## src/rtl/lsu_pkg.sv

```systemverilog
`default_nettype none

package lsu_pkg;

  // bit 3 marks a load, bit 2 a signed load, and bits 1:0 give the size (0 byte, 1 half, 2 word).
  typedef enum logic [3:0] {
    op_sb  = 4'b0000,
    op_sh  = 4'b0001,
    op_sw  = 4'b0010,
    op_lbu = 4'b1000,
    op_lhu = 4'b1001,
    op_lb  = 4'b1100,
    op_lh  = 4'b1101,
    op_lw  = 4'b1110
  } lsu_op_t;

  typedef enum logic [3:0] {
    st_idle,
    st_load_req,
    st_load_resp,
    st_store_req,
    st_store_addr,
    st_store_data,
    st_store_resp,
    st_hold
  } lsu_state_t;

  function automatic logic op_is_load(lsu_op_t op);
    return op[3];
  endfunction

  function automatic logic op_is_signed(lsu_op_t op);
    return op[2];
  endfunction

  function automatic logic [1:0] op_size(lsu_op_t op);
    return op[1:0];
  endfunction

endpackage

`default_nettype wire

```

## src/rtl/lsu_execute.sv

```systemverilog
`timescale 1ns/100ps
`default_nettype none

module lsu_execute import lsu_pkg::*; (
  input  logic    clock,
  input  logic    reset,

  input  logic    in_valid,
  output logic    in_ready,
  output logic    accept,
  input  lsu_op_t op,

  input  logic    out_ready,
  output logic    out_valid,
  output logic    capture,

  output logic    arvalid,
  input  logic    arready,
  input  logic    rvalid,
  output logic    rready,

  output logic    awvalid,
  input  logic    awready,
  output logic    wvalid,
  input  logic    wready,
  input  logic    bvalid,
  output logic    bready
);

  lsu_state_t state;
  lsu_state_t state_next;

  always_ff @(posedge clock) begin
    if (reset) begin
      state <= st_idle;
    end else begin
      state <= state_next;
    end
  end

  // a new request may enter while the previous result leaves.
  assign in_ready = (state == st_idle) || ((state == st_hold) && out_ready);
  assign accept   = in_valid && in_ready;

  always_comb begin
    state_next = state;
    case (state)
      st_idle, st_hold: begin
        if (accept) begin
          state_next = op_is_load(op) ? st_load_req : st_store_req;
        end else if (state == st_hold && out_ready) begin
          state_next = st_idle;
        end
      end

      st_load_req: begin
        if (arready) begin
          state_next = st_load_resp;
        end
      end

      st_load_resp: begin
        if (rvalid) begin
          state_next = st_hold;
        end
      end

      st_store_req: begin
        if (awready && wready) begin
          state_next = st_store_resp;
        end else if (awready) begin
          state_next = st_store_data;
        end else if (wready) begin
          state_next = st_store_addr;
        end
      end

      // data went first, address still pending.
      st_store_addr: begin
        if (awready) begin
          state_next = st_store_resp;
        end
      end

      // address went first, data still pending.
      st_store_data: begin
        if (wready) begin
          state_next = st_store_resp;
        end
      end

      st_store_resp: begin
        if (bvalid) begin
          state_next = st_hold;
        end
      end

      default: state_next = st_idle;
    endcase
  end

  assign arvalid = (state == st_load_req);
  assign rready  = (state == st_load_resp);
  assign capture = rvalid && rready;

  assign awvalid = (state == st_store_req) || (state == st_store_addr);
  assign wvalid  = (state == st_store_req) || (state == st_store_data);
  assign bready  = (state == st_store_resp);

  assign out_valid = (state == st_hold);

endmodule

`default_nettype wire

```

## config.mk

```make
export PLATFORM = sky130hd
export DESIGN_NAME = lsu_execute
export DESIGN_NICKNAME = d
export VERILOG_FILES = /design/src/rtl/lsu_pkg.sv /design/src/rtl/lsu_execute.sv
export SDC_FILE = /design/constraint.sdc
export NUM_CORES = 1
export LEC_CHECK = 0
export ABC_AREA = 1
export BUFFER_PORTS_ARGS = -buffer_cell sky130_fd_sc_hd__buf_2
export CAP_MARGIN = 20
export CORE_AREA = 2 2 39 41
export DETAILED_ROUTE_END_ITERATION = 6
export DIE_AREA = 0 0 41 43
export GPL_TIMING_DRIVEN = 1
export SLEW_MARGIN = 20
export SYNTH_ARGS = -nofsm -noshare
export SYNTH_HDL_FRONTEND = slang
export SYNTH_SLANG_ARGS = --single-unit
```

## constraint.sdc

```tcl
create_clock -name clock -period 1.9 [get_ports clock]
set_input_delay 0.285 -clock clock [delete_from_list [all_inputs] [get_ports clock]]
set_output_delay 0.285 -clock clock [all_outputs]
set_load 0.005 [all_outputs]
```

======== Word-level counts from Yosys, hierarchy flattened ========
Index checks and enable logic that the tools add are counted.
cells by class
  equality and inequality tests ........... 14
  mux-type cells .......................... 12
  reduce and logical (&&, ||, !) cells .... 10
operators by type and width
  kind                                                   count
  two-way mux 4 bit                                      10
  one-hot mux 4 bit (7 select lines)                     1
  equality test 4 x 3 -> 1 bit, second input constant    4
  equality test 4 x 2 -> 1 bit, second input constant    2
  inequality test 2 bit, second input constant           4
  AND reduction 7 bit                                    1
  equality test 4 x 1 -> 1 bit, second input constant    1
  logical AND 1 bit                                      4
  zero test 4 bit                                        1
  inequality test 4 bit, second input constant           1
  logical OR 1 bit                                       3
  inequality test 3 bit, second input constant           1
  two-way mux 2 bit                                      1
  inequality test 2 x 1 -> 1 bit, second input constant  1
  OR reduction 2 bit                                     1
word-level totals
  register bits after elaboration ......... 4
  logic and storage cells ................. 37

======== Longest topological paths before layout ========
Gate-level depths: netlist (run 1).
  depth after elaboration ................. 6
  depth in mapped cells ................... 10

======== Worst setup path before layout (run 1) ========
No wires, ideal clock.
  path kind ............................... register to register
  from .................................... reg state[2]
  to ...................................... reg state[0]
  arrival ................................. 1.036 ns
  data required time ...................... 1.787 ns
  path slack .............................. 0.752 ns
  cell stages (with the launch flop) ...... 11
  path buffers ............................ 1
  cells stage by stage .................... dfxtp_1 buf_4 nand2_1 nor2_1 nand2_2 nand2_2 nor2_4 nand3_4 nand2_1 nand2_1 nor2_1
between the ends
  longest elaborated chain between the ends .. 6
  elaborated cells between the ends (all ways) .. 22
  those cells by class .................... eq/ne (14); mux (2); reduce/logical (6)
ends and longest elaborated chain
  what                                                                                        RTL line                                                 RTL
  from (decl)                                                                                 lsu_execute.sv:30                                        lsu_state_t state;
  from (signal assigned)                                                                      lsu_execute.sv:35                                        state <= st_idle;
  from (signal assigned)                                                                      lsu_execute.sv:37                                        state <= state_next;
  equality test 4 x 3 -> 1 bit                                                                lsu_execute.sv:42, lsu_execute.sv:47, lsu_execute.sv:51
  logical AND 1 bit                                                                           lsu_execute.sv:42, lsu_execute.sv:51
  logical OR 1 bit                                                                            lsu_execute.sv:42                                        assign in_ready = (state == st_idle) || ((state == st_hold) && out_ready);
  logical AND 1 bit                                                                           lsu_execute.sv:43                                        assign accept = in_valid && in_ready;
  inequality test 3 bit (no line) / two-way mux 4 bit (equally long branches)                 -
  AND reduction 7 bit (no line) / one-hot mux 4 bit (7 select lines) (equally long branches)  -
Several ways; a longest one is shown, not always the timed one.
A chain may end at the register's enable or synchronous reset.

======== Worst setup path after layout (run 1) ========
  from .................................... reg state[1]
  to ...................................... out accept
between the ends
  longest elaborated chain between the ends .. 4
  elaborated cells between the ends (all ways) .. 5
  those cells by class .................... eq/ne (1); reduce/logical (4)
ends and longest elaborated chain
  what                          RTL line           RTL
  equality test 4 x 3 -> 1 bit  lsu_execute.sv:42
  logical AND 1 bit             lsu_execute.sv:42
  logical OR 1 bit *            lsu_execute.sv:42
  logical AND 1 bit *           lsu_execute.sv:43
  to (decl)                     lsu_execute.sv:10  output logic accept,
Mark *: on every way between the ends. The rest lies on a longest branch, timed or not.

==> summary.txt, run 1 <==
Clocking
  – Cts bufs inserted: 3
  – CTS tree: built
  – Register clock-pin slew on the reported worst setup and hold paths: 40 ps
  – CTS resizes: 0
  – CTS root buf: clkbuf_4
  – Post-CTS Repair Setup Buffers: 0
  – Clk buf depth: 2
  – Hold_buf cts: 0
  – Clk_lat worst skew: 230 ps
  – CTS Sinks: 3
  – # H-tree levels: 1

Synth
  – Mean post-synth cell area: 6.15 sq um
  – Sequential share of the synthesized area: 13.6%
  – Synthesized net count: 85
  – Mapped Area: 443 sq um
  – Synth cell types: 22
  – Yosys reg bits: 3
  – YS warnings: 0
  – Post-synthesis cell count: 72

Pwr
  – Leakage Power: 0.341 nW
  – Total power: 0.780 mW
  – VDD IR-drop max: 0.826 mV
  – PwrDens: 1380 nW/um^2

Detailed routing
  – Post-DRT Antenna Nets: 0
  – Drt drc: 0
  – First-pass DRT Iterations: 4
  – Drt total wl: 982 um
  – DR vias/cell: 4.51
  – Via count: 492
  – Initial DRC count: 12
  – Drt wl/cell: 9.01 um

STA
  – RSZ-0062 raised after global routing: false
  – Final period util: 87.8%
  – Slew @ Worst Pin: 382 ps
  – Relative slew margins: 74.5%
  – Skew final: 3.57 ps
  – Hold WS: 311 ps
  – Setup violations, final: 0
  – Slew Limit Fails: 0
  – Fmax: 599 MHz
  – Final Critical Period: 1670 ps
  – Setup TNS: 0 ps
  – Final Hold Vio Count: 0

Critical path
  – Critical Path End Type: primary output
  – Crit path kind: register to primary output
  – CP max-delay cell: dfxtp_1
  – Crit path top cell by count: nand2_4
  – Worst-path cell chain: buf_4 -> nand4_4 -> nand2_4 -> nand2_4 -> inv_2 -> buf_2
  – Critical-path maximum fanout: 10
  – Arrival time worst endpoint: 1380 ps
  – CP Data Required Time: 1620 ps
  – CP max stage delay: 530 ps
  – CP top delay family: flip-flops
  – Buf/Inv on CP: 3
  – Startpoint type of the worst setup path: register

Status
  – Status: finished, final reports clean

Worst hold path
  – Tightest Hold Check Type: input port to register

Flow run
  – Max-cap violations: 0

Cells and area
  – Most frequent cells in the layout: 18 x buf_2, 17 x nand2_1, 11 x inv_1, 10 x nor2_1
  – Nets: 107
  – Reg with most FFs: state
  – Largest regs: state (3)
  – Share of cells above drive strength 1: 39.8%
  – Flip-flop count of the largest register after layout: 3
  – Most common library cell in the layout ignoring fill and taps: buf_2
  – Number of diodes: 0
  – Synth-to-Final Area Change: 27.4%

Place
  – Final GP Congestion: 0.733
  – Number of port buffers: 18
  – Final HPWL DP: 786 um

GRT
  – Overflow after GRT: 0
  – Initial antenna violation count: 0
  – Vias in the first global route: 396
  – Largest net degree at the start of global routing: 11
  – Total GRT Usage: 12.7%
  – Global-route wire length before repair: 1.55 mm

Floorplanning
  – IO Pins: 22
  – Starting Density: 32.0%
  – Std cell rows: 14
  – Die Ht: 43 um
  – Die footprint: 1760 sq um
  – Core area: 1380 sq um
  – Die Width: 41 um
[worst register-to-register path: cells and delay by family (launching register included)]
kind	cells	cell delay (ps)
buffers and inverters	1	140
DFF	1	540
and+or+nand+nor	8	650
[logic make-up after synthesis]
family	Yosys count	share of synthesized area [%]
flops	3	13.6
compound gates	5	6.21
buf+inv	16	17.8
simple gates	48	62.4
[synthesized netlist by cell type]
master,count,area (sq um)
nor2_1,10,37.5
nand2_4,3,33.8
o21ai_1,1,5.00
a21oi_1,1,5.00
nand3_1,3,15.0
o21ai_0,2,10.0
dfxtp_1,3,60.1
nand3_2,1,10.0
inv_1,11,41.3
nand4_1,2,12.5
nor2_2,2,12.5
nand3_4,1,17.5
nand3b_1,1,7.51
nand2_1,17,63.8
nand4_4,1,21.3
nor2_4,1,11.3
nand2_2,3,18.8
buf_6,2,22.5
buf_4,1,7.51
nor3_1,3,15.0
o211ai_1,1,7.51
inv_2,2,7.51
[routing by layer]
layer  wire, um  part of all wire, %  vias up  global-route usage (%)
met4          0                    0        0                    4.00
li1           -                    -      268                       -
met5          0                    0        -                       0
met1        499                   51      212                    17.5
met2        434                   44       12                    17.8
met3         48                  4.9        0                    4.71
[metrics by stage]
step                worst slack [ps]  cell area [sq um]  util, %  cells
floorplan                        752                443        -     72
global placement                 464                538     38.9    105
detailed placement               460                538     38.9    105
CTS                              221                564     40.8    109
global route                     138                564     40.8    109
finish                           231                564     40.8    109
[cell type report]
class | instances | area (sq um)
clock buffers | 4 | 26.3
fillers | 156 | 820
inverters | 13 | 48.8
multi-input cells | 53 | 304
flip-flops and latches | 3 | 60.1
well taps | 16 | 20.0
repair buffers | 20 | 105
[where the power goes]
group / internal, mW / total (mW) / switching, mW / leakage, nW
clock: 0.0785 / 0.109 / 0.0310 / 0.0150
sequential: 0.0883 / 0.151 / 0.0630 / 0.0249
combinational: 0.215 / 0.520 / 0.305 / 0.302
total: 0.382 / 0.780 / 0.398 / 0.341
[worst paths after layout]
check	start	endpoint	slack, ps	depth (start not counted)
setup / recovery	state[1]	accept	230	6
hold / removal	reset	state[2]	310	4
setup reg to reg	state[0]	state[0]	460	9
hold reg to reg	state[1]	state[1]	740	4
Note: power is estimated with default switching activity, not from simulation.
==> run 2: changes to the inputs <==
--- a/config.mk
+++ b/config.mk
@@ -8,10 +8,11 @@
 export ABC_AREA = 1
 export BUFFER_PORTS_ARGS = -buffer_cell sky130_fd_sc_hd__buf_2
 export CAP_MARGIN = 20
-export CORE_AREA = 2 2 39 41
+export CORE_MARGIN = 2
+export CORE_UTILIZATION = 32
 export DETAILED_ROUTE_END_ITERATION = 6
-export DIE_AREA = 0 0 41 43
 export GPL_TIMING_DRIVEN = 1
+export HOLD_SLACK_MARGIN = 0.15
 export SLEW_MARGIN = 20
 export SYNTH_ARGS = -nofsm -noshare
 export SYNTH_HDL_FRONTEND = slang
==> summary.txt, run 2 (synthesis results as in run 1) <==
Status
  – Status: finished, final reports clean

Critical path
  – Critical Path End Type: primary output
  – CP max-delay cell: dfxtp_1
  – Critical-path maximum fanout: 8 (-2)
  – CP Data Required Time: 1620 ps (about the same)
  – Arrival time worst endpoint: 1370 ps (about the same)
  – CP max stage delay: 530 ps (about the same)
  – R2r setup slk: 460 ps (about the same)
  – Crit path kind: register to primary output
  – Worst-path cell chain: inv_2 -> nand2_1 -> nand2_4 -> nand2_4 -> inv_2 -> buf_2
  – Depth of the most critical reg-to-reg path: 9 (unchanged)
  – Startpoint type of the worst setup path: register

Place
  – Post-Place Worst Slack: 476 ps (+15.4 ps)
  – DP Area: 537 sq um (-0.23%)
  – Final HPWL DP: 772 um (-1.8%)
  – Number of port buffers: 18 (unchanged)
  – Inst Count DP: 104 (-0.95%)
  – Final GP Congestion: 0.766 (+4.5%)

Cells and area
  – Final Instance Count excl. Fillers: 108 (-0.92%)
  – Reg with most FFs: state
  – Final core utilization: 43.3% (+2.5 points)
  – Share of cells above drive strength 1: 39.8% (unchanged)
  – Footprint of the multi-input gates: 304 sq um (unchanged)
  – Fill count: 162 (+3.8%)
  – Largest regs: state (3)
  – Nets: 107 (unchanged)
  – Most common library cell in the layout ignoring fill and taps: buf_2
  – Post-route design area: 563 sq um (-0.22%)
  – Synth-to-Final Area Change: 27.1%
  – Most frequent cells in the layout: 18 x buf_2, 17 x nand2_1, 11 x inv_1, 10 x nor2_1
  – Flip-flop count of the largest register after layout: 3 (unchanged)
  – Reg area: 60.1 sq um (unchanged)
  – Number of diodes: 0 (unchanged)

GRT
  – Largest net degree at the start of global routing: 9 (-2)
  – Initial antenna violation count: 0 (unchanged)
  – Global-route wire length before repair: 1.37 mm (-12%)
  – Overflow after GRT: 0 (unchanged)
  – Vias in the first global route: 327 (-17%)
  – Total GRT Usage: 12.6% (-0.14 points)

Floorplanning
  – Starting Density: 34.0% (+2.0 points)
  – Std cell rows: 13 (-1)
  – Die Ht: 41.2 um (-4.2%)
  – Die footprint: 1700 sq um (-3.7%)
  – Die Width: 41.2 um (+0.50%)
  – IO Pins: 22 (unchanged)
  – Core area: 1300 sq um (-6.0%)

STA
  – Relative slew margins: 75.6% (+1.1 points)
  – Final Hold Vio Count: 0 (unchanged)
  – Hold WS: 317 ps (+5.55 ps)
  – Slew @ Worst Pin: 366 ps (-15.8 ps)
  – Skew final: 2.72 ps (-0.844 ps)
  – RSZ-0062 raised after global routing: false
  – Fmax: 603 MHz (+0.70%)
  – Slew Limit Fails: 0 (unchanged)
  – Final period util: 87.2% (-0.61 points)
  – Worst setup margin: 243 ps (+11.6 ps)
  – Final Critical Period: 1660 ps (-11.6 ps)
  – Setup TNS: 0 ps (unchanged)
  – Setup violations, final: 0 (unchanged)

Clocking
  – Post-CTS Repair Setup Buffers: 0 (unchanged)
  – Register clock-pin slew on the reported worst setup and hold paths: 30 ps (about the same)
  – Clk buf depth: 2 (unchanged)
  – CTS resizes: 0 (unchanged)
  – CTS tree: built
  – Hold_buf cts: 0 (unchanged)
  – Cts bufs inserted: 3 (unchanged)
  – # H-tree levels: 1 (unchanged)
  – CTS Sinks: 3 (unchanged)
  – CTS root buf: clkbuf_4
  – Clk_lat worst skew: 230 ps (about the same)

Pwr
  – PwrDens: 1400 nW/um^2 (+1.2%)
  – Total power: 0.788 mW (+0.95%)
  – Leakage Power: 0.341 nW (unchanged)
  – VDD IR-drop max: 0.719 mV (-13%)

Detailed routing
  – Via count: 475 (-3.5%)
  – First-pass DRT Iterations: 2 (-2)
  – DR vias/cell: 4.40 (-2.6%)
  – Drt total wl: 972 um (-1.0%)
  – Post-DRT Antenna Nets: 0 (unchanged)
  – Initial DRC count: 3 (-9)
  – Drt wl/cell: 9.00 um (-0.10%)
  – Drt drc: 0 (unchanged)

Worst hold path
  – Tightest Hold Check Type: input port to register
  – Min-Delay Path Depth: 4 (unchanged)

Flow run
  – Max-cap violations: 0 (unchanged)
## run 2: cell counts in the layout (fill, tap and decap cells not counted)
No cell type changed its count.
## run 2: path summary, 6_finish.rpt
| check | from | to |
|---|---|---|
| worst max-delay path | state[0] | accept |
| worst min-delay path | reset | state[0] |
| worst max register to register | state[0] | state[0] |
| worst min register to register | state[1] | state[1] |
## run 2: cell type report
class,instances,share of cell area (%)
clock buffer,4,4.67
tap,15,3.33
inverter,13,8.67
sequential,3,10.7
multi-input combinational,53,54.0
timing repair buffer,20,18.7
## run 2: critical path, delay by kind of cell (launching register included)
kind                   cells  cell delay, ps
DFF                        1             530
and+or+nand+nor            3             320
buffers and inverters      3             290
## run 2: where the power goes
group | leakage, nW | internal [mW] | total (mW) | switching (mW)
clock | 0.0150 | 0.0787 | 0.111 | 0.0323
sequential | 0.0249 | 0.0883 | 0.136 | 0.0477
combinational | 0.302 | 0.216 | 0.541 | 0.325
total | 0.341 | 0.383 | 0.788 | 0.405
## run 2: per-layer routing
layer,GRT usage (%),wire (um),vias up
li1,-,-,264
met1,15.7,490,201
met2,19.1,444,10
met3,4.89,37,0
met4,4.84,0,0
met5,0,0,-
