**src/rtl/lsu_pkg.sv**
```systemverilog
`default_nettype none

package lsu_pkg;

  // bit 3 marks a load, bit 2 a signed load, and bits 1:0 give the size (0 byte, 1 half, 2 word).
  typedef enum logic [3:0] {
    op_sb  = 4'b0000,
    op_sh  = 4'b0001,
    op_sw  = 4'b0010,
    op_lbu = 4'b1000,
    op_lhu = 4'b1001,
    op_lb  = 4'b1100,
    op_lh  = 4'b1101,
    op_lw  = 4'b1110
  } lsu_op_t;

  typedef enum logic [3:0] {
    st_idle,
    st_load_req,
    st_load_resp,
    st_store_req,
    st_store_addr,
    st_store_data,
    st_store_resp,
    st_hold
  } lsu_state_t;

  function automatic logic op_is_load(lsu_op_t op);
    return op[3];
  endfunction

  function automatic logic op_is_signed(lsu_op_t op);
    return op[2];
  endfunction

  function automatic logic [1:0] op_size(lsu_op_t op);
    return op[1:0];
  endfunction

endpackage

`default_nettype wire

```
**src/rtl/axi_pkg.sv**
```systemverilog
`default_nettype none

package axi_pkg;

  // bus geometry shared by the master and the memory.
  localparam int axi_addr_width = 32;
  localparam int axi_data_width = 32;
  localparam int axi_strb_width = axi_data_width / 8;

  // transfer size field, log2 of the bytes in the beat.
  typedef logic [2:0] axi_size_t;

  // incrementing burst.
  // single-beat transfers keep the length field at zero, so the type is of no consequence.
  localparam logic [1:0] axi_burst_incr = 2'b01;

endpackage

`default_nettype wire

```
**src/rtl/lsu_result.sv**
```systemverilog
`timescale 1ns/100ps
`default_nettype none

module lsu_result import lsu_pkg::*, axi_pkg::*; (
  input  logic                      clock,
  input  logic                      reset,
  input  logic                      capture,
  input  logic [axi_data_width-1:0] rdata,
  input  lsu_op_t                   op,
  input  logic [1:0]                byte_offset,
  output logic [axi_data_width-1:0] out_rdata
);

  logic [axi_data_width-1:0] shifted;
  logic [axi_data_width-1:0] extended;
  logic                      fill_bit;

  // bring the addressed lane down to bit 0.
  assign shifted = rdata >> {byte_offset, 3'b000};

  always_comb begin
    fill_bit = 1'b0;
    case (op_size(op))
      2'd0: begin
        fill_bit = shifted[7] & op_is_signed(op);
        extended = {{(axi_data_width - 8){fill_bit}}, shifted[7:0]};
      end
      2'd1: begin
        fill_bit = shifted[15] & op_is_signed(op);
        extended = {{(axi_data_width - 16){fill_bit}}, shifted[15:0]};
      end
      default: extended = shifted;
    endcase
  end

  always_ff @(posedge clock) begin
    if (reset) begin
      out_rdata <= '0;
    end else if (capture) begin
      out_rdata <= extended;
    end else if (!op_is_load(op)) begin
      // a store reports zero.
      out_rdata <= '0;
    end
  end

endmodule

`default_nettype wire

```
**config.mk**
```make
export PLATFORM = sky130hd
export DESIGN_NAME = lsu_result
export DESIGN_NICKNAME = d
export VERILOG_FILES = /design/src/rtl/lsu_pkg.sv /design/src/rtl/axi_pkg.sv /design/src/rtl/lsu_result.sv
export SDC_FILE = /design/constraint.sdc
export NUM_CORES = 1
export LEC_CHECK = 0
export BUFFER_PORTS_ARGS = -buffer_cell sky130_fd_sc_hd__clkbuf_2
export CAP_MARGIN = 5
export CORE_MARGIN = 3
export CORE_UTILIZATION = 48
export DETAILED_ROUTE_END_ITERATION = 7
export GPL_TIMING_DRIVEN = 0
export PLACE_DENSITY_LB_ADDON = 0.2
export SYNTH_ARGS = -nofsm -noshare
export SYNTH_HDL_FRONTEND = slang
export SYNTH_SLANG_ARGS = --single-unit
```
**constraint.sdc**
```tcl
create_clock -name clock -period 2.5 [get_ports clock]
set_clock_uncertainty 0.15 [all_clocks]
set_input_delay 0.5 -clock clock [delete_from_list [all_inputs] [get_ports clock]]
set_output_delay 0.5 -clock clock [all_outputs]
set_load 0.03 [all_outputs]
```
* Word-level counts from Yosys, hierarchy flattened
Index checks and enable logic that the tools add are counted.
W data, S select, Z words.
** Cells by class
- $add $sub $neg :: 0
- $mul :: 0
- Divide/modulo/power cells :: 0
- Order comparisons :: 0
- Eq/ne operators :: 2
- Shift-type cells :: 1
- Muxes and demuxes :: 3
- Bitwise logic cells :: 2
- Reductions and logical operators :: 1
** Operator list (count)
- $mux W32 :: 2
- $pmux W32 S2 :: 1
- $shr A32 B5 Y32 :: 1
- $and A1 B1 Y1 :: 2
- $eq A2 B1 Y1 const B :: 1
- $logic_not A2 Y1 :: 1
- $ne A2 B2 Y1 const B :: 1
** Word-level totals
- Bits in registers :: 32
- Bits in latches :: 0
- RAM bits :: 0
- Memory bits (read-only) :: 0
- Input bits :: 41
- Output and inout bits :: 32
- Word-level logic and storage cells :: 10
- Memories kept :: 0

* Logic depth before layout (Yosys ltp)
Gate-level depths: netlist of run 1.
- Depth in word-level cells :: 4
- Gate-level depth with buffers :: 7
- Depth with buffers taken out :: 4

* Worst setup path before layout of run 1
Ideal clock, no wire load.
- Kind :: input port to flip-flop
- Start point :: input port byte_offset[0]
- End point :: register out_rdata[16]
- Library setup time :: 0.131 ns
- Data arrival time :: 1.745 ns
- Data required time :: 2.219 ns
- Slack :: 0.474 ns
- Stages on the path :: 6
- Buffers on the path :: 2
- Cell sequence :: buf_6 mux2_1 mux4_2 nand4_4 buf_12 o21ai_2
** Between the ends
- Cells in the longest elaborated chain, start to end :: 4
- Elaborated cells on any way between the ends :: 5
- Classes of those cells :: shift: 1; mux: 2; bitwise: 2
** Ends and longest elaborated chain
- from (decl) :: RTL line lsu_result.sv:10 : input logic [1:0] byte_offset,
- $shr A32 B5 Y32 (*) :: RTL line lsu_result.sv:19 : assign shifted = rdata >> {byte_offset, 3'b000};
- $and A1 B1 Y1 (on tied branches) :: RTL line lsu_result.sv:29, lsu_result.sv:25
- $pmux W32 S2 (*) :: RTL line lsu_result.sv:23 : case (op_size(op))
- $mux W32 (*) :: RTL line lsu_result.sv:39 : end else if (capture) begin
- to (signal assigned) :: RTL line lsu_result.sv:40 : out_rdata <= extended;
- to (decl) :: RTL line lsu_result.sv:11 : output logic [axi_data_width-1:0] out_rdata
Every way passes the cells marked *; elsewhere a longest branch is shown, timed or not.
A chain may end at the register's enable or synchronous reset.

* Final worst setup path of run 1
- Start point :: input port byte_offset[1]
- End point :: register out_rdata[10]
** Between the ends
- Cells in the longest elaborated chain, start to end :: 4
** Ends and longest elaborated chain
- $shr A32 B5 Y32 (*) :: RTL line lsu_result.sv:19
- $and A1 B1 Y1 :: RTL line lsu_result.sv:25 : fill_bit = shifted[7] & op_is_signed(op);
- $pmux W32 S2 (*) :: RTL line lsu_result.sv:23
- $mux W32 (*) :: RTL line lsu_result.sv:39
Marked as above.

==> impl_summary.txt, run 1 <==
----------------------------------------------------
[Outcome]
  Result of the run ... complete, no violations

[Synthesis]
  Mux share of post-synthesis cell area ... 22.58%
  Synthesized-area fraction occupied by ao, oa, aoi and oai cells ... roughly a quarter
  Post-synthesis sequential area ratio ... a little over a third
  Post-Synthesis Mean Instance Area ... 10.04 sq um
  Adder-cell area share of the yosys netlist ... 0%
  Synthesized net count ... 216
  Async set-or-reset flop fraction in the synthesized netlist ... 0%
  Number of storage elements in the synthesis netlist ... 32
  Top area cells in the synthesized netlist ... sky130_fd_sc_hd__dfxtp_1, sky130_fd_sc_hd__mux4_2, sky130_fd_sc_hd__a21oi_1
  Cells after synthesis ... 175
  Library cell occupying the most area in the post-synthesis netlist ... sky130_fd_sc_hd__dfxtp_1
  Yosys warns ... 0
  Synthesized-area fraction occupied by xor and xnor cells ... 0%
  Simple-gate area share of the yosys netlist ... 10.75%
  Predominant post-synthesis flop cell ... sky130_fd_sc_hd__dfxtp_1
  Post-synth top area share ... 36.47%
  Number of enable-type register cells in the synthesized netlist ... 0
  Combined area of all synthesized cells ... 0.001757 sq mm
  Largest family of logic cells by synthesized area ... compound AO/OA/AOI/OAI gates
  Count of cell types in the netlist ... 25

[Timing]
  Post-route clock period utilization ... about three quarters
  Upper clock frequency limit ... 0.5461 GHz
  Max Transition Viols Final ... 0
  Setup violations, final ... 0
  Setup repair after global routing missed its margin ... false
  Total Negative Setup Slacks ... 0 ns
  Final Hold Vio Count ... 0
  Normalized max-slew margin ... approximately 59%
  Worst slew pin tran ... 0.6090 ns
  Min cycle time layout ... 1.831 ns

[Die]
  Initial Utilization ... 51.04%
  CORE AREA ... approximately 0.0034 sq mm
  Die height ... roughly 66 um
  Floorplan row count ... 21
  Horizontal extent of the die ... 66.50 um
  Number of top-level pins ... 73
  Die ar. ... 0.004422 sq mm

[Drt]
  Average via count per standard cell ... ~5.6
  Routed wire length ... 4.634 mm
  First-iteration detailed-routing DRC count ... 93
  Vias ... 1675
  Residual DRC ... 0
  Number of iterations in the first detailed-routing pass ... 4
  Number of routed nets with antenna violations ... 0
  Routed length per placed instance ... about 15 um

[Placed design]
  Detailed placement HPWL ... roughly 3.6 mm
  Global placer's final weighted congestion ... between 0.8 and 0.9
  Count of buffers from port buffering ... 70
  Placed cell count ... just under 300

[Pwr]
  Static Leak ... 1.032 nW
  Power density of the placed cells ... 583.4 mW/mm^2
  Peak ir drop on the vdd network ... 0.0002799 V
  Total chip power ... between 1 and 1.5 mW

[Final layout]
  Antenna fix cells ... 0
  Number of nets in the finished design ... 293
  Final core utilization ... between 60% and 70%
  Registers with the most flip-flops ... out_rdata (32)
  Ratio of cells with drive above 1 in the final layout ... between 40% and 50%
  Filler cells ... between 300 and 400
  Post-Layout Cell Count ... 299
  Area growth, synth to finish ... 29.34%
  Flip-flop count of the largest register, all copies and words added ... 32
  Register ranked first by flip-flop count ... out_rdata

[Global route]
  Global-route congestion overflow total ... 0
  Antenna violations before repair ... 0
  Via count of the first global-routing pass ... 1589
  Maximum number of pins on one net before global-route repair ... 11
  GRT Overall Usage ... about 23%
  Wire length of the first global-routing pass ... between 7 and 8 mm

[Clock network]
  Gates resized, CTS repair ... 0
  Total of hold buffers inserted after clock tree synthesis ... 0
  Clock tree buffer depth ... 2
  Sinks on Clock Net ... 32
  Maximum level of the CTS H-tree ... 2
  Buffers inserted by post-CTS timing repair ... 0
  Worst skew pair latency ... 0.29 ns
  Clk slew on worst S/H paths ... 0.07 ns
  CTS tree ... done
  Number of CTS-inserted buffers ... 5
  CTS Root Cell ... sky130_fd_sc_hd__clkbuf_8

[Critical path]
  CP arrival ... ~1.8 ns
  Kind of start point of the critical path ... input pin
  Cell with the biggest individual delay on the critical path ... sky130_fd_sc_hd__mux4_2
  Maximum single-stage delay on the critical path ... 0.56 ns
  Req. time, crit path ... approximately 2.5 ns
  Crit Path Max Fanout ... 10
  Ordered cell list for the critical path ... buf_2, mux4_2, a31o_2, a21oi_1, nor3_1
  Kind of critical path ... in -> reg
  Setup crit end kind ... register

[Run]
  Max-capacitance violation count ... 0

[Worst hold path]
  Worst hold path type ... in -> reg

----------------------------------------------------
-- path summary, 6_finish.rpt --
kind	startpoint	end	slack [ns]	cells past startpoint
max reg2reg	out_rdata[1]	out_rdata[1]	1.59	3
min	reset	out_rdata[21]	0.35	2
max	byte_offset[1]	out_rdata[10]	0.67	5
min reg2reg	out_rdata[10]	out_rdata[10]	0.37	2
-- per-layer routing --
metal  global-route usage [%]  wire length, um
met1                    28.38             2046
met2                    36.18             2166
met3                    7.251              318
met4                    8.629              103
met5                        0                0
-- worst max-delay path, delay by kind of cell --
| family | cells | cell delay (ns) |
|---|---|---|
| mux | 1 | 0.56 |
| simple gates | 1 | 0.07 |
| buf+inv | 1 | 0.22 |
| compound gates | 2 | 0.49 |
-- metrics by stage --
stage	instance area, sq um	worst slack, ns	hold slack, ns
after floorplan	1757	0.4740	0.4637
after global placement	2165	0.3694	0.3583
after detailed placement	2165	0.3721	0.3559
after CTS	2272	0.6693	0.3540
after global routing	2272	0.5662	0.3832
final	2272	0.6687	0.3466
-- where the power goes --
| group | internal [mW] | switching (mW) | total, mW |
|---|---|---|---|
| Clock | 0.295 | 0.189 | 0.485 |
| Sequential | 0.537 | 0.0137 | 0.551 |
| Combinational | 0.118 | 0.172 | 0.290 |
-- placed cells by master (no fill, tap or decap) --
cell type	netlist	layout
sky130_fd_sc_hd__buf_1	1	1
sky130_fd_sc_hd__o21ai_2	10	10
sky130_fd_sc_hd__mux2_2	9	9
sky130_fd_sc_hd__a31o_2	1	1
sky130_fd_sc_hd__a21oi_1	24	24
sky130_fd_sc_hd__clkbuf_8	0	5
sky130_fd_sc_hd__nor3_1	8	8
sky130_fd_sc_hd__buf_2	6	6
sky130_fd_sc_hd__inv_1	1	1
sky130_fd_sc_hd__nor2_1	10	10
sky130_fd_sc_hd__o21ai_0	5	5
sky130_fd_sc_hd__nor2b_1	4	4
sky130_fd_sc_hd__mux4_2	9	9
sky130_fd_sc_hd__clkinv_2	0	1
sky130_fd_sc_hd__mux2i_1	7	7
sky130_fd_sc_hd__or2_2	1	1
sky130_fd_sc_hd__bufinv_16	0	1
sky130_fd_sc_hd__dfxtp_1	32	32
sky130_fd_sc_hd__clkbuf_2	0	70
sky130_fd_sc_hd__nand4_4	1	1
sky130_fd_sc_hd__buf_12	1	1
sky130_fd_sc_hd__buf_6	1	1
sky130_fd_sc_hd__o2bb2ai_1	7	7
sky130_fd_sc_hd__and3_1	8	8
sky130_fd_sc_hd__and3b_1	1	1
sky130_fd_sc_hd__mux2_1	2	2
sky130_fd_sc_hd__a22oi_1	16	16
sky130_fd_sc_hd__o21ai_1	1	1
sky130_fd_sc_hd__clkbuf_1	9	10
-- logic make-up (layout without fill, tap and decap cells) --
| logic type | count (synthesis) | count (layout) |
|---|---|---|
| DFF | 32 | 32 |
| AOI/OAI and AO/OA | 64 | 64 |
| muxes | 27 | 27 |
| buffers and inverters | 19 | 97 |
| and+or+nand+nor | 33 | 33 |
-- cell usage after synthesis (2+ instances only) --
library cell	number
sky130_fd_sc_hd__a21oi_1	24
sky130_fd_sc_hd__a22oi_1	16
sky130_fd_sc_hd__and3_1	8
sky130_fd_sc_hd__buf_2	6
sky130_fd_sc_hd__clkbuf_1	9
sky130_fd_sc_hd__dfxtp_1	32
sky130_fd_sc_hd__mux2_1	2
sky130_fd_sc_hd__mux2_2	9
sky130_fd_sc_hd__mux2i_1	7
sky130_fd_sc_hd__mux4_2	9
sky130_fd_sc_hd__nor2_1	10
sky130_fd_sc_hd__nor2b_1	4
sky130_fd_sc_hd__nor3_1	8
sky130_fd_sc_hd__o21ai_0	5
sky130_fd_sc_hd__o21ai_2	10
sky130_fd_sc_hd__o2bb2ai_1	7
-- cell type report --
type                       instances  area (sq um)  area share, %
sequential                        32         640.6          28.19
clock buffer                       6         72.57          3.194
clock inverter                     2         35.03          1.542
timing repair buffer              70         350.3          15.42
tap                               46         57.56          2.533
multi-input combinational        124          1013          44.60
buffer                            18         98.84          4.350
inverter                           1         3.754         0.1652
No activity file was read; power rests on OpenSTA's default activity.
==> run 2: changes to the inputs <==
--- a/config.mk
+++ b/config.mk
@@ -8,7 +8,7 @@
 export BUFFER_PORTS_ARGS = -buffer_cell sky130_fd_sc_hd__clkbuf_2
 export CAP_MARGIN = 5
 export CORE_MARGIN = 3
-export CORE_UTILIZATION = 48
+export CORE_UTILIZATION = 43
 export DETAILED_ROUTE_END_ITERATION = 7
 export GPL_TIMING_DRIVEN = 0
 export PLACE_DENSITY_LB_ADDON = 0.2
==> constraint.sdc (replaced) <==
create_clock -name clock -period 1.6 [get_ports clock]
set_clock_uncertainty 0.15 [all_clocks]
set_input_delay 0.32 -clock clock [delete_from_list [all_inputs] [get_ports clock]]
set_output_delay 0.32 -clock clock [all_outputs]
set_load 0.03 [all_outputs]
==> impl_summary.txt, run 2 (synthesized netlist as in run 1, its figures left out) <==
----------------------------------------------------
[Outcome]
  Result of the run ... complete, no violations

[Final layout]
  Final core utilization ... 61.17% (-4.8 points)
  Area of the multi-input gates ... 0.001069 sq mm (+5.4%)
  Area growth, synth to finish ... 32.27%
  Number of nets in the finished design ... 293 (unchanged)
  Commonest non-fill, non-tap cells in the layout ... sky130_fd_sc_hd__clkbuf_2, sky130_fd_sc_hd__dfxtp_1, sky130_fd_sc_hd__a21oi_1
  Register ranked first by flip-flop count ... out_rdata
  Filler cells ... 356 (+11%)
  Register cell area after layout ... 640.6 sq um (unchanged)
  Most common library cell in the layout ignoring fill and taps ... sky130_fd_sc_hd__clkbuf_2
  Antenna fix cells ... 0 (unchanged)
  Flip-flop count of the largest register, all copies and words added ... 32 (unchanged)
  Registers with the most flip-flops ... out_rdata (32)
  Ratio of cells with drive above 1 in the final layout ... 50.40% (+4.6 points)

[Clock network]
  Clk slew on worst S/H paths ... 0.06 ns (about the same)
  Worst skew pair latency ... 0.28 ns (about the same)
  Sinks on Clock Net ... 32 (unchanged)
  Buffers inserted by post-CTS timing repair ... 0 (unchanged)
  CTS tree ... done
  CTS Root Cell ... sky130_fd_sc_hd__clkbuf_8
  Gates resized, CTS repair ... 0 (unchanged)
  Number of CTS-inserted buffers ... 5 (unchanged)
  Clock tree buffer depth ... 2 (unchanged)
  Total of hold buffers inserted after clock tree synthesis ... 0 (unchanged)
  Maximum level of the CTS H-tree ... 2 (unchanged)

[Timing]
  Worst slew pin tran ... 0.6186 ns (+0.009594 ns)
  Max Transition Viols Final ... 0 (unchanged)
  Final Hold Vio Count ... 0 (unchanged)
  Setup violations, final ... 0 (unchanged)
  Min cycle time layout ... between 1.5 and 2 ns
  Total Negative Setup Slacks ... 0 ns (unchanged)
  Setup repair after global routing missed its margin ... false
  Worst Setup Slack, final ... 0.02260 ns (-0.6461 ns)
  Normalized max-slew margin ... 58.76% (-0.64 points)
  Upper clock frequency limit ... 0.6340 GHz
  Post-route clock period utilization ... 98.59%

[Placed design]
  Detailed placement HPWL ... 3.799 mm (+4.8%)
  Global placer's final weighted congestion ... 0.8109 (-1.2%)
  Count of buffers from port buffering ... 70 (unchanged)
  Pre-CTS setup slack ... -0.2960 ns (-0.6681 ns)

[Drt]
  Routed wire length ... 4.865 mm (+5.0%)
  Number of routed nets with antenna violations ... 0 (unchanged)
  Number of iterations in the first detailed-routing pass ... 4 (unchanged)
  Routed length per placed instance ... 16.33 um (+5.3%)
  First-iteration detailed-routing DRC count ... 109 (+17%)
  Vias ... 1664 (-0.66%)
  Residual DRC ... 0 (unchanged)
  Average via count per standard cell ... 5.584 (-0.32%)

[Global route]
  Antenna violations before repair ... 0 (unchanged)
  Via count of the first global-routing pass ... 1620 (+2.0%)
  GRT Overall Usage ... 20.11% (-2.6 points)
  Wire length of the first global-routing pass ... 7.748 mm (+4.3%)
  Global-route congestion overflow total ... 0 (unchanged)
  Maximum number of pins on one net before global-route repair ... 11 (unchanged)

[Die]
  Die ar. ... 0.004888 sq mm (+11%)
  Die height ... 69.92 um (+5.1%)
  Number of top-level pins ... 73 (unchanged)
  Floorplan row count ... 22 (+4.8%)
  Initial Utilization ... 46.25% (-4.8 points)
  Horizontal extent of the die ... 69.92 um (+5.1%)
  CORE AREA ... 0.003799 sq mm (+10%)

[Critical path]
  Ordered cell list for the critical path ... buf_12, mux2_4, mux4_2, nand4_4, buf_12, o21ai_2
  Cell with the biggest individual delay on the critical path ... sky130_fd_sc_hd__mux4_2
  Setup crit end kind ... register
  Kind of start point of the critical path ... input pin
  Most common cell on crit path ... sky130_fd_sc_hd__buf_12
  CP arrival ... 1.58 ns (-0.26 ns)
  Maximum single-stage delay on the critical path ... 0.49 ns (-0.07 ns)
  Kind of critical path ... in -> reg
  Crit Path Max Fanout ... 10 (unchanged)
  Req. time, crit path ... 1.61 ns (-0.90 ns)

[Pwr]
  Power density of the placed cells ... 814.7 mW/mm^2 (+40%)
  Total chip power ... 1.893 mW (+43%)
  Static Leak ... 1.041 nW (+0.89%)
  Peak ir drop on the vdd network ... 0.0005136 V (+83%)

[Worst hold path]
  Worst hold path type ... in -> reg

[Run]
  Max-capacitance violation count ... 0 (unchanged)

----------------------------------------------------
-- run 2: cell types whose count changed in the layout (fill, tap and decap cells not counted), sizes merged --
cell,delta
clkbuf,+1
bufinv,-1
buf,-2
clkinv,-1
-- run 2: final timing paths --
path,from,to,slack (ns),cells after the start
setup / recovery,byte_offset[0],out_rdata[20],0.02,6
hold / removal,reset,out_rdata[22],0.20,2
setup reg to reg,out_rdata[6],out_rdata[6],0.71,3
hold reg to reg,out_rdata[10],out_rdata[10],0.37,2
-- run 2: worst max-delay path, delay by kind of cell --
family | cells | cell delay, ns
mux | 2 | 0.79
compound gates | 1 | 0.05
simple gates | 1 | 0.14
buf+inv | 2 | 0.28
-- run 2: routing by layer --
metal / track usage, % / share of wire [%] / wire length, um
met5: 0 / 0 / 0
met3: 6.763 / 7.6 / 371
met1: 25.74 / 44 / 2161
met4: 7.447 / 1.4 / 68
met2: 31.37 / 47 / 2264
-- run 2: final cells by class --
class                      count  area share (%)
buffer                        18           5.654
clock buffer                   5           2.962
inverter                       1          0.1616
multi-input combinational    124           45.99
sequential                    32           27.57
tap                           48           2.585
timing repair buffer          70           15.08
-- run 2: power breakdown --
group / total [mW] / switching, mW / internal [mW]
clock network: 0.547 / 0.268 / 0.279
logic: 0.485 / 0.282 / 0.203
registers: 0.861 / 0.0215 / 0.839
-- run 2: through the flow --
step,instances,hold slack (ns),cell area (sq um)
global route,298,0.2160,2323
finish,298,0.1986,2323
global placement,293,0.3634,2241
detailed placement,293,0.3652,2241
floorplan,175,0.2837,1831
CTS,298,0.1766,2310
