==> config.mk <==
export PLATFORM = sky130hd
export DESIGN_NAME = lsu_decode
export DESIGN_NICKNAME = d
export VERILOG_FILES = /design/src/rtl/lsu_pkg.sv /design/src/rtl/axi_pkg.sv /design/src/rtl/lsu_decode.sv
export SDC_FILE = /design/constraint.sdc
export NUM_CORES = 1
export LEC_CHECK = 0
export BUFFER_PORTS_ARGS = -buffer_cell sky130_fd_sc_hd__clkbuf_2
export CORE_ASPECT_RATIO = 1.4
export CORE_MARGIN = 5
export CORE_UTILIZATION = 41
export CTS_BUF_LIST = sky130_fd_sc_hd__clkbuf_2 sky130_fd_sc_hd__clkbuf_4 sky130_fd_sc_hd__clkbuf_8
export CTS_CLUSTER_DIAMETER = 60
export DETAILED_ROUTE_END_ITERATION = 10
export PLACE_DENSITY = 0.78
export REMOVE_ABC_BUFFERS = 1
export SYNTH_ARGS = -nofsm -noshare
export SYNTH_HDL_FRONTEND = slang
export SYNTH_SLANG_ARGS = --single-unit
==> constraint.sdc <==
create_clock -name clock -period 1.1 [get_ports clock]
set_input_delay 0.22 -clock clock [delete_from_list [all_inputs] [get_ports clock]]
set_output_delay 0.22 -clock clock [all_outputs]
set_load 0.05 [all_outputs]
==> src/rtl/lsu_pkg.sv <==
`default_nettype none

package lsu_pkg;

  // bit 3 marks a load, bit 2 a signed load, and bits 1:0 give the size (0 byte, 1 half, 2 word).
  typedef enum logic [3:0] {
    op_sb  = 4'b0000,
    op_sh  = 4'b0001,
    op_sw  = 4'b0010,
    op_lbu = 4'b1000,
    op_lhu = 4'b1001,
    op_lb  = 4'b1100,
    op_lh  = 4'b1101,
    op_lw  = 4'b1110
  } lsu_op_t;

  typedef enum logic [3:0] {
    st_idle,
    st_load_req,
    st_load_resp,
    st_store_req,
    st_store_addr,
    st_store_data,
    st_store_resp,
    st_hold
  } lsu_state_t;

  function automatic logic op_is_load(lsu_op_t op);
    return op[3];
  endfunction

  function automatic logic op_is_signed(lsu_op_t op);
    return op[2];
  endfunction

  function automatic logic [1:0] op_size(lsu_op_t op);
    return op[1:0];
  endfunction

endpackage

`default_nettype wire

==> src/rtl/axi_pkg.sv <==
`default_nettype none

package axi_pkg;

  // bus geometry shared by the master and the memory.
  localparam int axi_addr_width = 32;
  localparam int axi_data_width = 32;
  localparam int axi_strb_width = axi_data_width / 8;

  // transfer size field, log2 of the bytes in the beat.
  typedef logic [2:0] axi_size_t;

  // incrementing burst.
  // single-beat transfers keep the length field at zero, so the type is of no consequence.
  localparam logic [1:0] axi_burst_incr = 2'b01;

endpackage

`default_nettype wire

==> src/rtl/lsu_decode.sv <==
`timescale 1ns/100ps
`default_nettype none

module lsu_decode import lsu_pkg::*, axi_pkg::*; (
  input  logic                      clock,
  input  logic                      reset,
  input  logic                      accept,
  input  logic [3:0]                ls,
  input  logic [axi_addr_width-1:0] addr,
  input  logic [axi_data_width-1:0] wdata,
  output lsu_op_t                   op,
  output axi_size_t                 size,
  output logic [1:0]                byte_offset,
  output logic [axi_addr_width-1:0] req_addr,
  output logic [axi_data_width-1:0] lane_wdata,
  output logic [axi_strb_width-1:0] wstrb
);

  lsu_op_t                   op_q;
  logic [axi_data_width-1:0] wdata_q;
  logic [axi_strb_width-1:0] base_strb;

  always_ff @(posedge clock) begin
    if (reset) begin
      op_q <= op_lw;
    end else if (accept) begin
      op_q <= lsu_op_t'(ls);
    end
  end

  always_ff @(posedge clock) begin
    if (accept) begin
      req_addr <= addr;
      wdata_q  <= wdata;
    end
  end

  // the incoming code is forwarded so execute picks its path on the accepting edge.
  assign op = accept ? lsu_op_t'(ls) : op_q;

  assign size        = {1'b0, op_size(op_q)};
  assign byte_offset = req_addr[1:0];

  always_comb begin
    case (op_size(op_q))
      2'd0:    base_strb = 4'b0001;
      2'd1:    base_strb = 4'b0011;
      default: base_strb = 4'b1111;
    endcase
  end

  // move the low bytes of the store data up to their lanes.
  assign lane_wdata = wdata_q << {byte_offset, 3'b000};
  assign wstrb      = base_strb << byte_offset;

endmodule

`default_nettype wire

### Yosys cells after proc, flatten, opt, wreduce, memory -nomap -nowiden

Index checks and enable logic that the tools add are counted.

* bits of input ports: 71
* logic and storage cells: 9
* register bits after elaboration: 68

* equal/unequal tests: 1
* shift operators: 2
* reductions and logical operators: 1
* multiplexer cells: 2

Operator list (count)
* << shifter 32 x 5 -> 32 bit: 1
* case mux 4 bit (2 select lines): 1
* 2-to-1 mux 4 bit: 1
* << shifter 4 x 2 -> 4 bit: 1
* == test 2 x 1 -> 1 bit, second input constant: 1
* logical NOT 2 bit: 1

### Logic depth before layout (Yosys ltp)

Gate-level depths: netlist (run 1).

* depth in word-level cells: 3
* mapped depth: 4
* depth with buffers taken out: 2

### Least setup slack after synthesis (run 1)

Ideal clock, no wire load.

* path kind: register -> output
* start point: reg req_addr[1]
* end point: out lane_wdata[24]
* path slack: -1.181 ns
* arrival time: 2.061 ns
* required time: 0.880 ns
* cell stages (with the launch flop): 4
* cells stage by stage: edfxtp_1 -> buf_2 -> buf_4 -> mux2i_1

* longest elaborated chain between the ends: 1

RTL lines
* start, declared: line lsu_decode.sv:14 `output logic [axi_addr_width-1:0] req_addr,`
* start signal, assigned: line lsu_decode.sv:33 `req_addr <= addr;`
* << shifter 32 x 5 -> 32 bit: line lsu_decode.sv:53 `assign lane_wdata = wdata_q << {byte_offset, 3'b000};`
* end, declared: line lsu_decode.sv:15 `output logic [axi_data_width-1:0] lane_wdata,`

No other way between the ends.

### Worst setup path after layout (run 1)

* start point: reg req_addr[0]
* end point: out lane_wdata[28]

Same word-level chain as after synthesis.

==> impl_metrics.py, run 1 <==
metrics = {
    "sta": {
        "period_needed_ns": 1.86,
        "worst_slack_ns": -0.759,
        "hold_viol_final": 0,
        "fmax_mhz": 538,
        "period_share": 1.69,
        "setup_tns_ns": -26.62,
        "rsz0062_at_grt": "true",
        "final.setup_skew_ns": 0,
        "setup_viol_count_final": 76,
        "slew_violations": 0,
    },
    "yosys": {
        "synth-simple-area-share": 0.0494,
        "avgSynthCellArea_um2": 17.5,
        "syn_area_mm2": 0.00268,
        "synth_top_family_by_area": "multiplexers",
        "synth_cell_type_count": 21,
        "yosys.area.top_type_share": 0.716,
        "synth_warnings": 0,
        "synth_area_leaders": "edfxtp_1 72%, mux2i_1 12%, dfxtp_1 3.0%, o2bb2ai_1 2.6%, buf_4 2.0%",
        "synthMuxAreaShare": 0.136,
        "yosysSeqAreaShare": 0.746,
        "synth_xor_area_frac": 0,
        "syn_inst": 153,
        "yosys.area.top_type": "edfxtp_1",
        "synth-seq-cells": 68,
        "synth_fa_ha_area_frac": 0,
        "synth_compound_area_frac": 0.0326,
    },
    "grt": {
        "grt_pass1_vias": 2144,
        "grt_usage": 0.185,
        "antenna_found_initial": 0,
        "gr-total-overflow": 0,
        "grt_max_degree": 35,
        "grt_pass1_wl_um": 11500,
    },
    "detailed_routing": {
        "postRouteAntennaNets": 0,
        "wire_per_inst_um": 19.0,
        "dr_total_vias": 1966,
        "drt_pass1_iterations": 4,
        "drc": 0,
        "postRouteWirelength_um": 7720,
        "drt_iter0_drc": 79,
        "routed_via_density": 4.83,
    },
    "pwr": {
        "seq_power_share": 0.397,
        "cellPowerDensity_mw_per_mm2": 1600,
        "p_int_uw": 5480,
        "cellLeakagePower_uw": 0.00217,
        "p_switching_uw": 2490,
        "power.share.switching": 0.313,
        "p_clk_frac": 0.276,
        "power_frac_comb": 0.326,
        "ir_worst_vdd_mv": 0.995,
    },
    "placement": {
        "pre_cts_ws_ns": -0.394,
        "gp_congestion": 0.752,
        "portBuffers": 146,
        "dpl-instance-area_mm2": 0.00381,
        "place_hpwl_um": 4850,
    },
    "floorplan": {
        "pin_count": 148,
        "core_region_area_mm2": 0.00648,
        "die_w_um": 78.4,
        "die_y_um": 106,
        "die_area_mm2": 0.00829,
        "start_util": 0.414,
        "rows": 35,
    },
    "status": {
        "status": "finished, violations left",
        "violations": "setup timing",
    },
    "finish": {
        "n_antenna_cell": 0,
        "fill_cells": 368,
        "fin_nets": 399,
        "fin_area_mm2": 0.00498,
        "syn_to_final_growth_pct": 85.7,
        "drive_gt1_frac": 0.652,
        "final_util": 0.769,
    },
    "setup_path": {
        "cp.arrival_ns": 1.64,
        "end_kind": "primary output",
        "crit_path_start": "req_addr[0]$_DFFE_PP_",
        "rr_startpoint": "op_q[1]$_SDFF_PP1_",
        "startpoint_type": "flip-flop",
        "crit_fanout": 5,
        "worst-setup-path-type": "flip-flop to primary output",
        "required_ns": 0.88,
    },
    "clocking": {
        "cts.sinks": 68,
        "cts-htree-levels": 3,
        "cts-root-buf": "clkbuf_8",
        "cts_buffers": 9,
        "clockBufferDepth": 2,
        "cts_tree": "built",
        "cts_hold_buf": 0,
        "clk_latency_ns": 0.33,
        "clk_pin_slew_worst_paths_ns": 0.08,
    },
    "run": {
        "maxCapViolations": 0,
    },
    "min_path": {
        "hp-class": "input pin to flip-flop",
        "holdCritStartpoint": "wdata[0]",
    },
}
==> timing repair <==
item	in CTS	in global routing
buffers inserted	4	3
gates cloned	5	0
endpoints found under the setup margin	76	76
resized for setup	153	42
endpoints found under the hold margin	0	0
pin swaps	4	1
==> power by group through the flow <==
stage	sequential, µW	clock [µW]	combinational (µW)
floorplan	3600	0	783
global placement	3180	0	1960
detailed placement	3190	0	1980
CTS	3150	2270	2490
global route	3190	2400	2690
finish	3170	2200	2600
==> flip-flops by register name, summed over array words and instances (netlist names) <==
| register | flops |
|---|---|
| req_addr | 32 |
| wdata_q | 32 |
| op_q | 4 |
==> metal layers <==
metal,vias to the layer above,GRT usage,routed length [µm]
met1,936,0.192,2690
met3,14,0.0547,545
li1,925,-,-
met2,91,0.341,4320
met5,-,0,0
met4,0,0.0788,160
==> Yosys cell counts <==
library cell / instances
edfxtp_1: 64
mux2i_1: 32
nor2_1: 9
and2_1: 8
o2bb2ai_1: 8
buf_4: 7
dfxtp_1: 4
mux2_1: 4
or2_1: 3
buf_2: 2
nor2b_1: 2
a211oi_1: 1
a21oi_1: 1
buf_1: 1
buf_6: 1
buf_8: 1
conb_1: 1
nand2b_1: 1
nor2_2: 1
nor3_1: 1
o21ai_1: 1
==> stage by stage <==
step | power [µW] | hold slack, ns | std cells
2_1_floorplan | 4380 | 0.292 | 141
3_3_place_gp | 5140 | 0.397 | 379
3_5_place_dp | 5170 | 0.399 | 379
4_1_cts | 7910 | 0.0449 | 404
5_1_grt | 8280 | 0.0392 | 407
6_report | 7970 | 0.0581 | 407
==> path summary, 6_finish.rpt <==
kind                               end  slack [ns]  cells past startpoint
setup / recovery        lane_wdata[28]       -0.76                      5
hold / removal    wdata_q[0]$_DFFE_PP_        0.06                      1
setup reg to reg    op_q[1]$_SDFF_PP1_        0.14                      2
hold reg to reg     op_q[2]$_SDFF_PP1_        0.58                      2
==> cells in the final DEF, fill, tap and decap left out, types with 2 or more instances in the layout <==
cell / n
buf_16: 5
buf_6: 7
clkbuf_16: 5
clkinv_1: 2
dfxtp_1: 2
mux2i_4: 2
o2bb2ai_1: 4
nor2_1: 8
mux2i_2: 3
o2bb2ai_2: 4
clkinvlp_4: 2
mux2i_1: 27
dfxtp_4: 2
clkbuf_2: 69
clkbuf_8: 41
buf_4: 15
mux2_4: 4
buf_12: 19
bufinv_16: 2
and2_4: 8
nor2_2: 2
edfxtp_1: 64
or2_1: 3
buf_8: 23
==> logic make-up after synthesis <==
kind of cell           count (synthesis)
buffers and inverters                 12
flip-flops                            68
AO/OA/AOI/OAI                         11
multiplexers                          36
other                                  1
AND/OR/NAND/NOR                       25
==> cell type report <==
cell class	instances	area [µm²]	area share
sequential	68	2010	0.403
tap	74	92.6	0.0186
multi-input combinational	73	696	0.140
clock buffer	9	124	0.0249
clock inverter	7	91.3	0.0183
timing repair buffer	176	1970	0.395
==> worst max-delay path, stage by stage (launching register included) <==
cell and delay [ns]:
edfxtp_1 0.40, buf_6 0.17, buf_16 0.14, mux2i_2 0.15, mux2i_1 0.21, clkbuf_8 0.22
(Power assumes the default switching activity.)
==> run 2, diff against run 1 <==
Settings changed: REMOVE_ABC_BUFFERS 1 to unset.
==> impl_metrics.py, run 2 (synthesis results as in run 1) <==
metrics = {
    "grt": {
        "grt_max_degree": 45,
        "grt_usage": 0.258,
        "grt_pass1_vias": 2543,
        "antenna_found_initial": 0,
        "grt_pass1_wl_um": 15400,
        "gr-total-overflow": 0,
    },
    "sta": {
        "hold_viol_final": 0,
        "final.setup_skew_ns": 0,
        "setup_tns_ns": -31.03,
        "worst_slack_ns": -0.807,
        "slew_violations": 0,
        "period_needed_ns": 1.91,
        "period_share": 1.73,
        "setup_viol_count_final": 77,
        "fmax_mhz": 524,
        "rsz0062_at_grt": "true",
    },
    "setup_path": {
        "cp.arrival_ns": 1.69,
        "rr_startpoint": "op_q[1]$_SDFF_PP1_",
        "crit_fanout": 5,
        "end_kind": "primary output",
        "worst-setup-path-type": "flip-flop to primary output",
        "startpoint_type": "flip-flop",
        "r2r-end": "op_q[1]$_SDFF_PP1_",
        "rr_worst_depth": 4,
        "required_ns": 0.88,
        "ff2ff_setup_slack_ns": -0.11,
    },
    "floorplan": {
        "core_region_area_mm2": 0.00648,
        "die_y_um": 106,
        "rows": 35,
        "die_area_mm2": 0.00829,
        "start_util": 0.414,
        "pin_count": 148,
        "die_w_um": 78.4,
    },
    "placement": {
        "place_hpwl_um": 5710,
        "dpl-instance-area_mm2": 0.00413,
        "pre_cts_ws_ns": -0.558,
        "portBuffers": 146,
        "gp_congestion": 0.712,
    },
    "clocking": {
        "clockBufferDepth": 2,
        "cts_tree": "built",
        "cts-htree-levels": 3,
        "cts_buffers": 9,
        "clk_pin_slew_worst_paths_ns": 0.09,
        "cts_hold_buf": 0,
        "cts.sinks": 68,
        "clk_latency_ns": 0.35,
        "cts-root-buf": "clkbuf_8",
    },
    "finish": {
        "n_antenna_cell": 0,
        "fin_area_mm2": 0.00557,
        "fin_nets": 409,
        "final_cell_mix": "70 x clkbuf_2, 64 x edfxtp_1, 43 x buf_8",
        "top_regs": "req_addr (32), wdata_q (32), op_q (4)",
        "syn_to_final_growth_pct": 107,
        "drive_gt1_frac": 0.784,
        "layout_commonest_cell": "clkbuf_2",
    },
    "min_path": {
        "min_delay_path_depth": 1,
        "holdCritStartpoint": "addr[23]",
        "hold_path_end": "req_addr[23]$_DFFE_PP_",
        "hp-class": "input pin to flip-flop",
    },
    "detailed_routing": {
        "routed_via_density": 5.36,
        "postRouteWirelength_um": 11300,
        "drc": 0,
        "dr_total_vias": 2235,
        "postRouteAntennaNets": 0,
        "wire_per_inst_um": 27.1,
        "drt_pass1_iterations": 5,
        "drt_iter0_drc": 84,
    },
    "status": {
        "violations": "setup timing",
        "status": "finished, violations left",
    },
    "pwr": {
        "cellLeakagePower_uw": 0.00227,
        "ir_worst_vdd_mv": 1.60,
        "cellPowerDensity_mw_per_mm2": 1490,
    },
    "yosys": {
        "synth_nets": 224,
    },
    "run": {
        "maxCapViolations": 0,
    },
}
## run 2: how the worst max path moves through the flow
stage	start	endpoint	slack, ns	cells past startpoint
global placement	req_addr[0]$_DFFE_PP_	lane_wdata[28]	-0.52	4
finish	req_addr[0]$_DFFE_PP_	lane_wdata[21]	-0.81	6
CTS	req_addr[0]$_DFFE_PP_	lane_wdata[31]	-0.77	5
detailed placement	req_addr[0]$_DFFE_PP_	lane_wdata[27]	-0.56	4
floorplan	req_addr[1]$_DFFE_PP_	lane_wdata[24]	-0.70	3
global route	req_addr[0]$_DFFE_PP_	lane_wdata[21]	-0.85	6
## run 2: through the flow
step | hold slack, ns | util | total power [µW] | instances
after floorplan | 0.292 | - | 4670 | 153
after global placement | 0.396 | 0.637 | 5410 | 390
after detailed placement | 0.399 | 0.637 | 5450 | 390
after CTS | 0.0417 | 0.820 | 7900 | 413
after global routing | 0.0323 | 0.859 | 8550 | 417
final | 0.0430 | 0.859 | 8310 | 417
## run 2: metal layers
layer	share of wire	wire (µm)	global-route usage
met4	0.042	476	0.116
met2	0.55	6240	0.462
met1	0.31	3510	0.256
met3	0.094	1070	0.107
met5	0	0	0
## run 2: report_power, final
group / total [µW] / internal, µW / switching, µW
Clock: 1930 / 864 / 1070
Combinational: 3130 / 1430 / 1700
Sequential: 3240 / 3060 / 183
Total: 8310 / 5360 / 2950
## run 2: layout make-up
class | instances | area (µm²)
timing repair buffer | 185 | 2110
sequential | 68 | 2000
multi-input combinational | 74 | 1180
fill | 248 | 913
clock buffer | 10 | 131
tap | 74 | 92.6
clock inverter | 6 | 47.5
## run 2: worst max-delay path, cell delays in order, from the launching register on
cell	delay, ns
edfxtp_1	0.40
buf_6	0.16
buf_12	0.14
buf_6	0.13
mux2i_4	0.19
o2bb2ai_4	0.17
buf_12	0.16
## run 2: timing repair
| item | 4_1_cts | 5_1_grt |
|---|---|---|
| gates cloned | 3 | 0 |
| gates resized for setup | 189 | 73 |
| setup endpoints to repair | 76 | 77 |
| pin swaps | 5 | 5 |
| buffers inserted | 5 | 6 |
==> run 3, diff against run 2 <==
Settings changed: CORE_UTILIZATION 41 to 49, PLACE_DENSITY 0.78 to 0.87.
Clock period 1.1 ns to 2.2 ns, I/O delays scaled along.
==> impl_metrics.py, run 3 (synthesis results as in run 1) <==
metrics = {
    "sta": {
        "period_share": 0.968,
        "hold_viol_final": 0,
        "slew-limit-headroom": 0.593,
        "period_needed_ns": 2.13,
        "final.setup_skew_ns": 0,
        "setup_viol_count_final": 0,
        "fmax_mhz": 470,
        "slew_violations": 0,
        "tightest_slew_ns": 0.610,
        "worst_slack_ns": 0.0706,
    },
    "detailed_routing": {
        "postRouteAntennaNets": 0,
        "postRouteWirelength_um": 7640,
        "drt_iter0_drc": 86,
        "drc": 0,
        "drt_pass1_iterations": 4,
        "dr_total_vias": 1962,
        "routed_via_density": 5.16,
        "wire_per_inst_um": 20.1,
    },
    "floorplan": {
        "die_y_um": 97.6,
        "start_util": 0.497,
        "core_region_area_mm2": 0.00541,
        "pin_count": 148,
        "die_area_mm2": 0.00708,
        "die_w_um": 72.6,
        "rows": 32,
    },
    "grt": {
        "grt_pass1_vias": 2156,
        "antenna_found_initial": 0,
        "grt_pass1_wl_um": 11500,
        "grt_max_degree": 52,
        "grt_usage": 0.223,
        "gr-total-overflow": 0,
    },
    "pwr": {
        "ir_worst_vdd_mv": 0.788,
        "cellLeakagePower_uw": 0.00173,
        "p_total_uw": 3640,
        "cellPowerDensity_mw_per_mm2": 939,
    },
    "run": {
        "maxCapViolations": 0,
    },
    "setup_path": {
        "worst-setup-path-type": "flip-flop to primary output",
        "cp.arrival_ns": 1.69,
        "crit_fanout": 24,
        "startpoint_type": "flip-flop",
        "end_kind": "primary output",
        "required_ns": 1.76,
    },
    "finish": {
        "layout_commonest_cell": "clkbuf_2",
        "n_antenna_cell": 0,
        "final_cell_mix": "140 x clkbuf_2, 64 x edfxtp_1, 26 x mux2i_1, 10 x clkbuf_8",
        "syn_to_final_growth_pct": 44.5,
        "fin_nets": 378,
        "drive_gt1_frac": 0.628,
        "final_util": 0.717,
        "fin_area_mm2": 0.00388,
        "top_regs": "req_addr (32), wdata_q (32), op_q (4)",
    },
    "placement": {
        "pre_cts_ws_ns": 0.329,
        "gp_congestion": 0.827,
        "place_hpwl_um": 5280,
        "dpl-instance-area_mm2": 0.00361,
        "portBuffers": 146,
    },
    "clocking": {
        "clk_pin_slew_worst_paths_ns": 0.08,
        "clk_latency_ns": 0.35,
        "cts.sinks": 68,
        "cts-htree-levels": 3,
        "cts_hold_buf": 0,
        "cts_buffers": 9,
        "clockBufferDepth": 2,
        "cts_tree": "built",
        "cts-root-buf": "clkbuf_8",
    },
    "status": {
        "status": "completed",
    },
    "min_path": {
        "hp-class": "input pin to flip-flop",
    },
    "yosys": {
        "synth_nets": 224,
    },
}
==> run 3: changes by cell type in the layout (fill, tap and decap cells not counted), moves of 9 or more <==
cell / delta
buf_8: -43
nor2_2: +9
buf_6: -13
nor2_4: -10
clkbuf_16: -13
clkbuf_2: +70
buf_12: -13
mux2i_4: -16
buf_4: -9
mux2i_1: +23
==> run 3: final cells by class <==
class | instances | area [µm²]
sequential | 68 | 2000
multi-input combinational | 73 | 709
tap | 68 | 85.1
clock buffer | 10 | 131
clock inverter | 6 | 88.8
fill | 350 | 1530
timing repair buffer | 155 | 861
==> run 3: path summary, 6_finish.rpt <==
path                                            start                endpoint  slack (ns)  depth (start not counted)
worst max register to register     op_q[1]$_SDFF_PP1_      op_q[1]$_SDFF_PP1_        1.23                          2
worst max-delay path            req_addr[0]$_DFFE_PP_          lane_wdata[26]        0.07                          4
worst min register to register     op_q[2]$_SDFF_PP1_      op_q[2]$_SDFF_PP1_        0.56                          2
worst min-delay path                         addr[15]  req_addr[15]$_DFFE_PP_        0.26                          1
==> run 3: layer usage <==
| layer | part of all wire | global-route usage | vias up |
|---|---|---|---|
| li1 | - | - | 887 |
| met1 | 0.32 | 0.212 | 949 |
| met2 | 0.56 | 0.398 | 109 |
| met3 | 0.10 | 0.101 | 17 |
| met4 | 0.022 | 0.0952 | 0 |
| met5 | 0 | 0 | - |
==> run 3: power by group <==
part           total (µW)  leakage [µW]  switching [µW]  internal, µW
combinational         934      0.000960             680           254
sequential           1580      0.000660            54.3          1530
clock                1120      0.000106             475           650
total                3640       0.00173            1210          2430
==> run 3: repair_timing <==
action	4_1_cts	5_1_grt
setup buffers	0	0
endpoints found under the setup margin	5	11
resized for setup	6	8
==> run 3: worst max-delay path: stages (launching register included) <==
cell,delay (ns)
edfxtp_1,0.43
buf_12,0.20
mux2i_2,0.18
mux2i_1,0.20
clkbuf_2,0.32
==> run 3: stage by stage <==
stage	hold slack (ns)	cells	TNS [ns]
after floorplan	0.512	153	-1.26
after global placement	0.528	364	0
after detailed placement	0.543	364	0
after CTS	0.250	380	0
after global routing	0.242	380	-0.00474
final	0.262	380	0
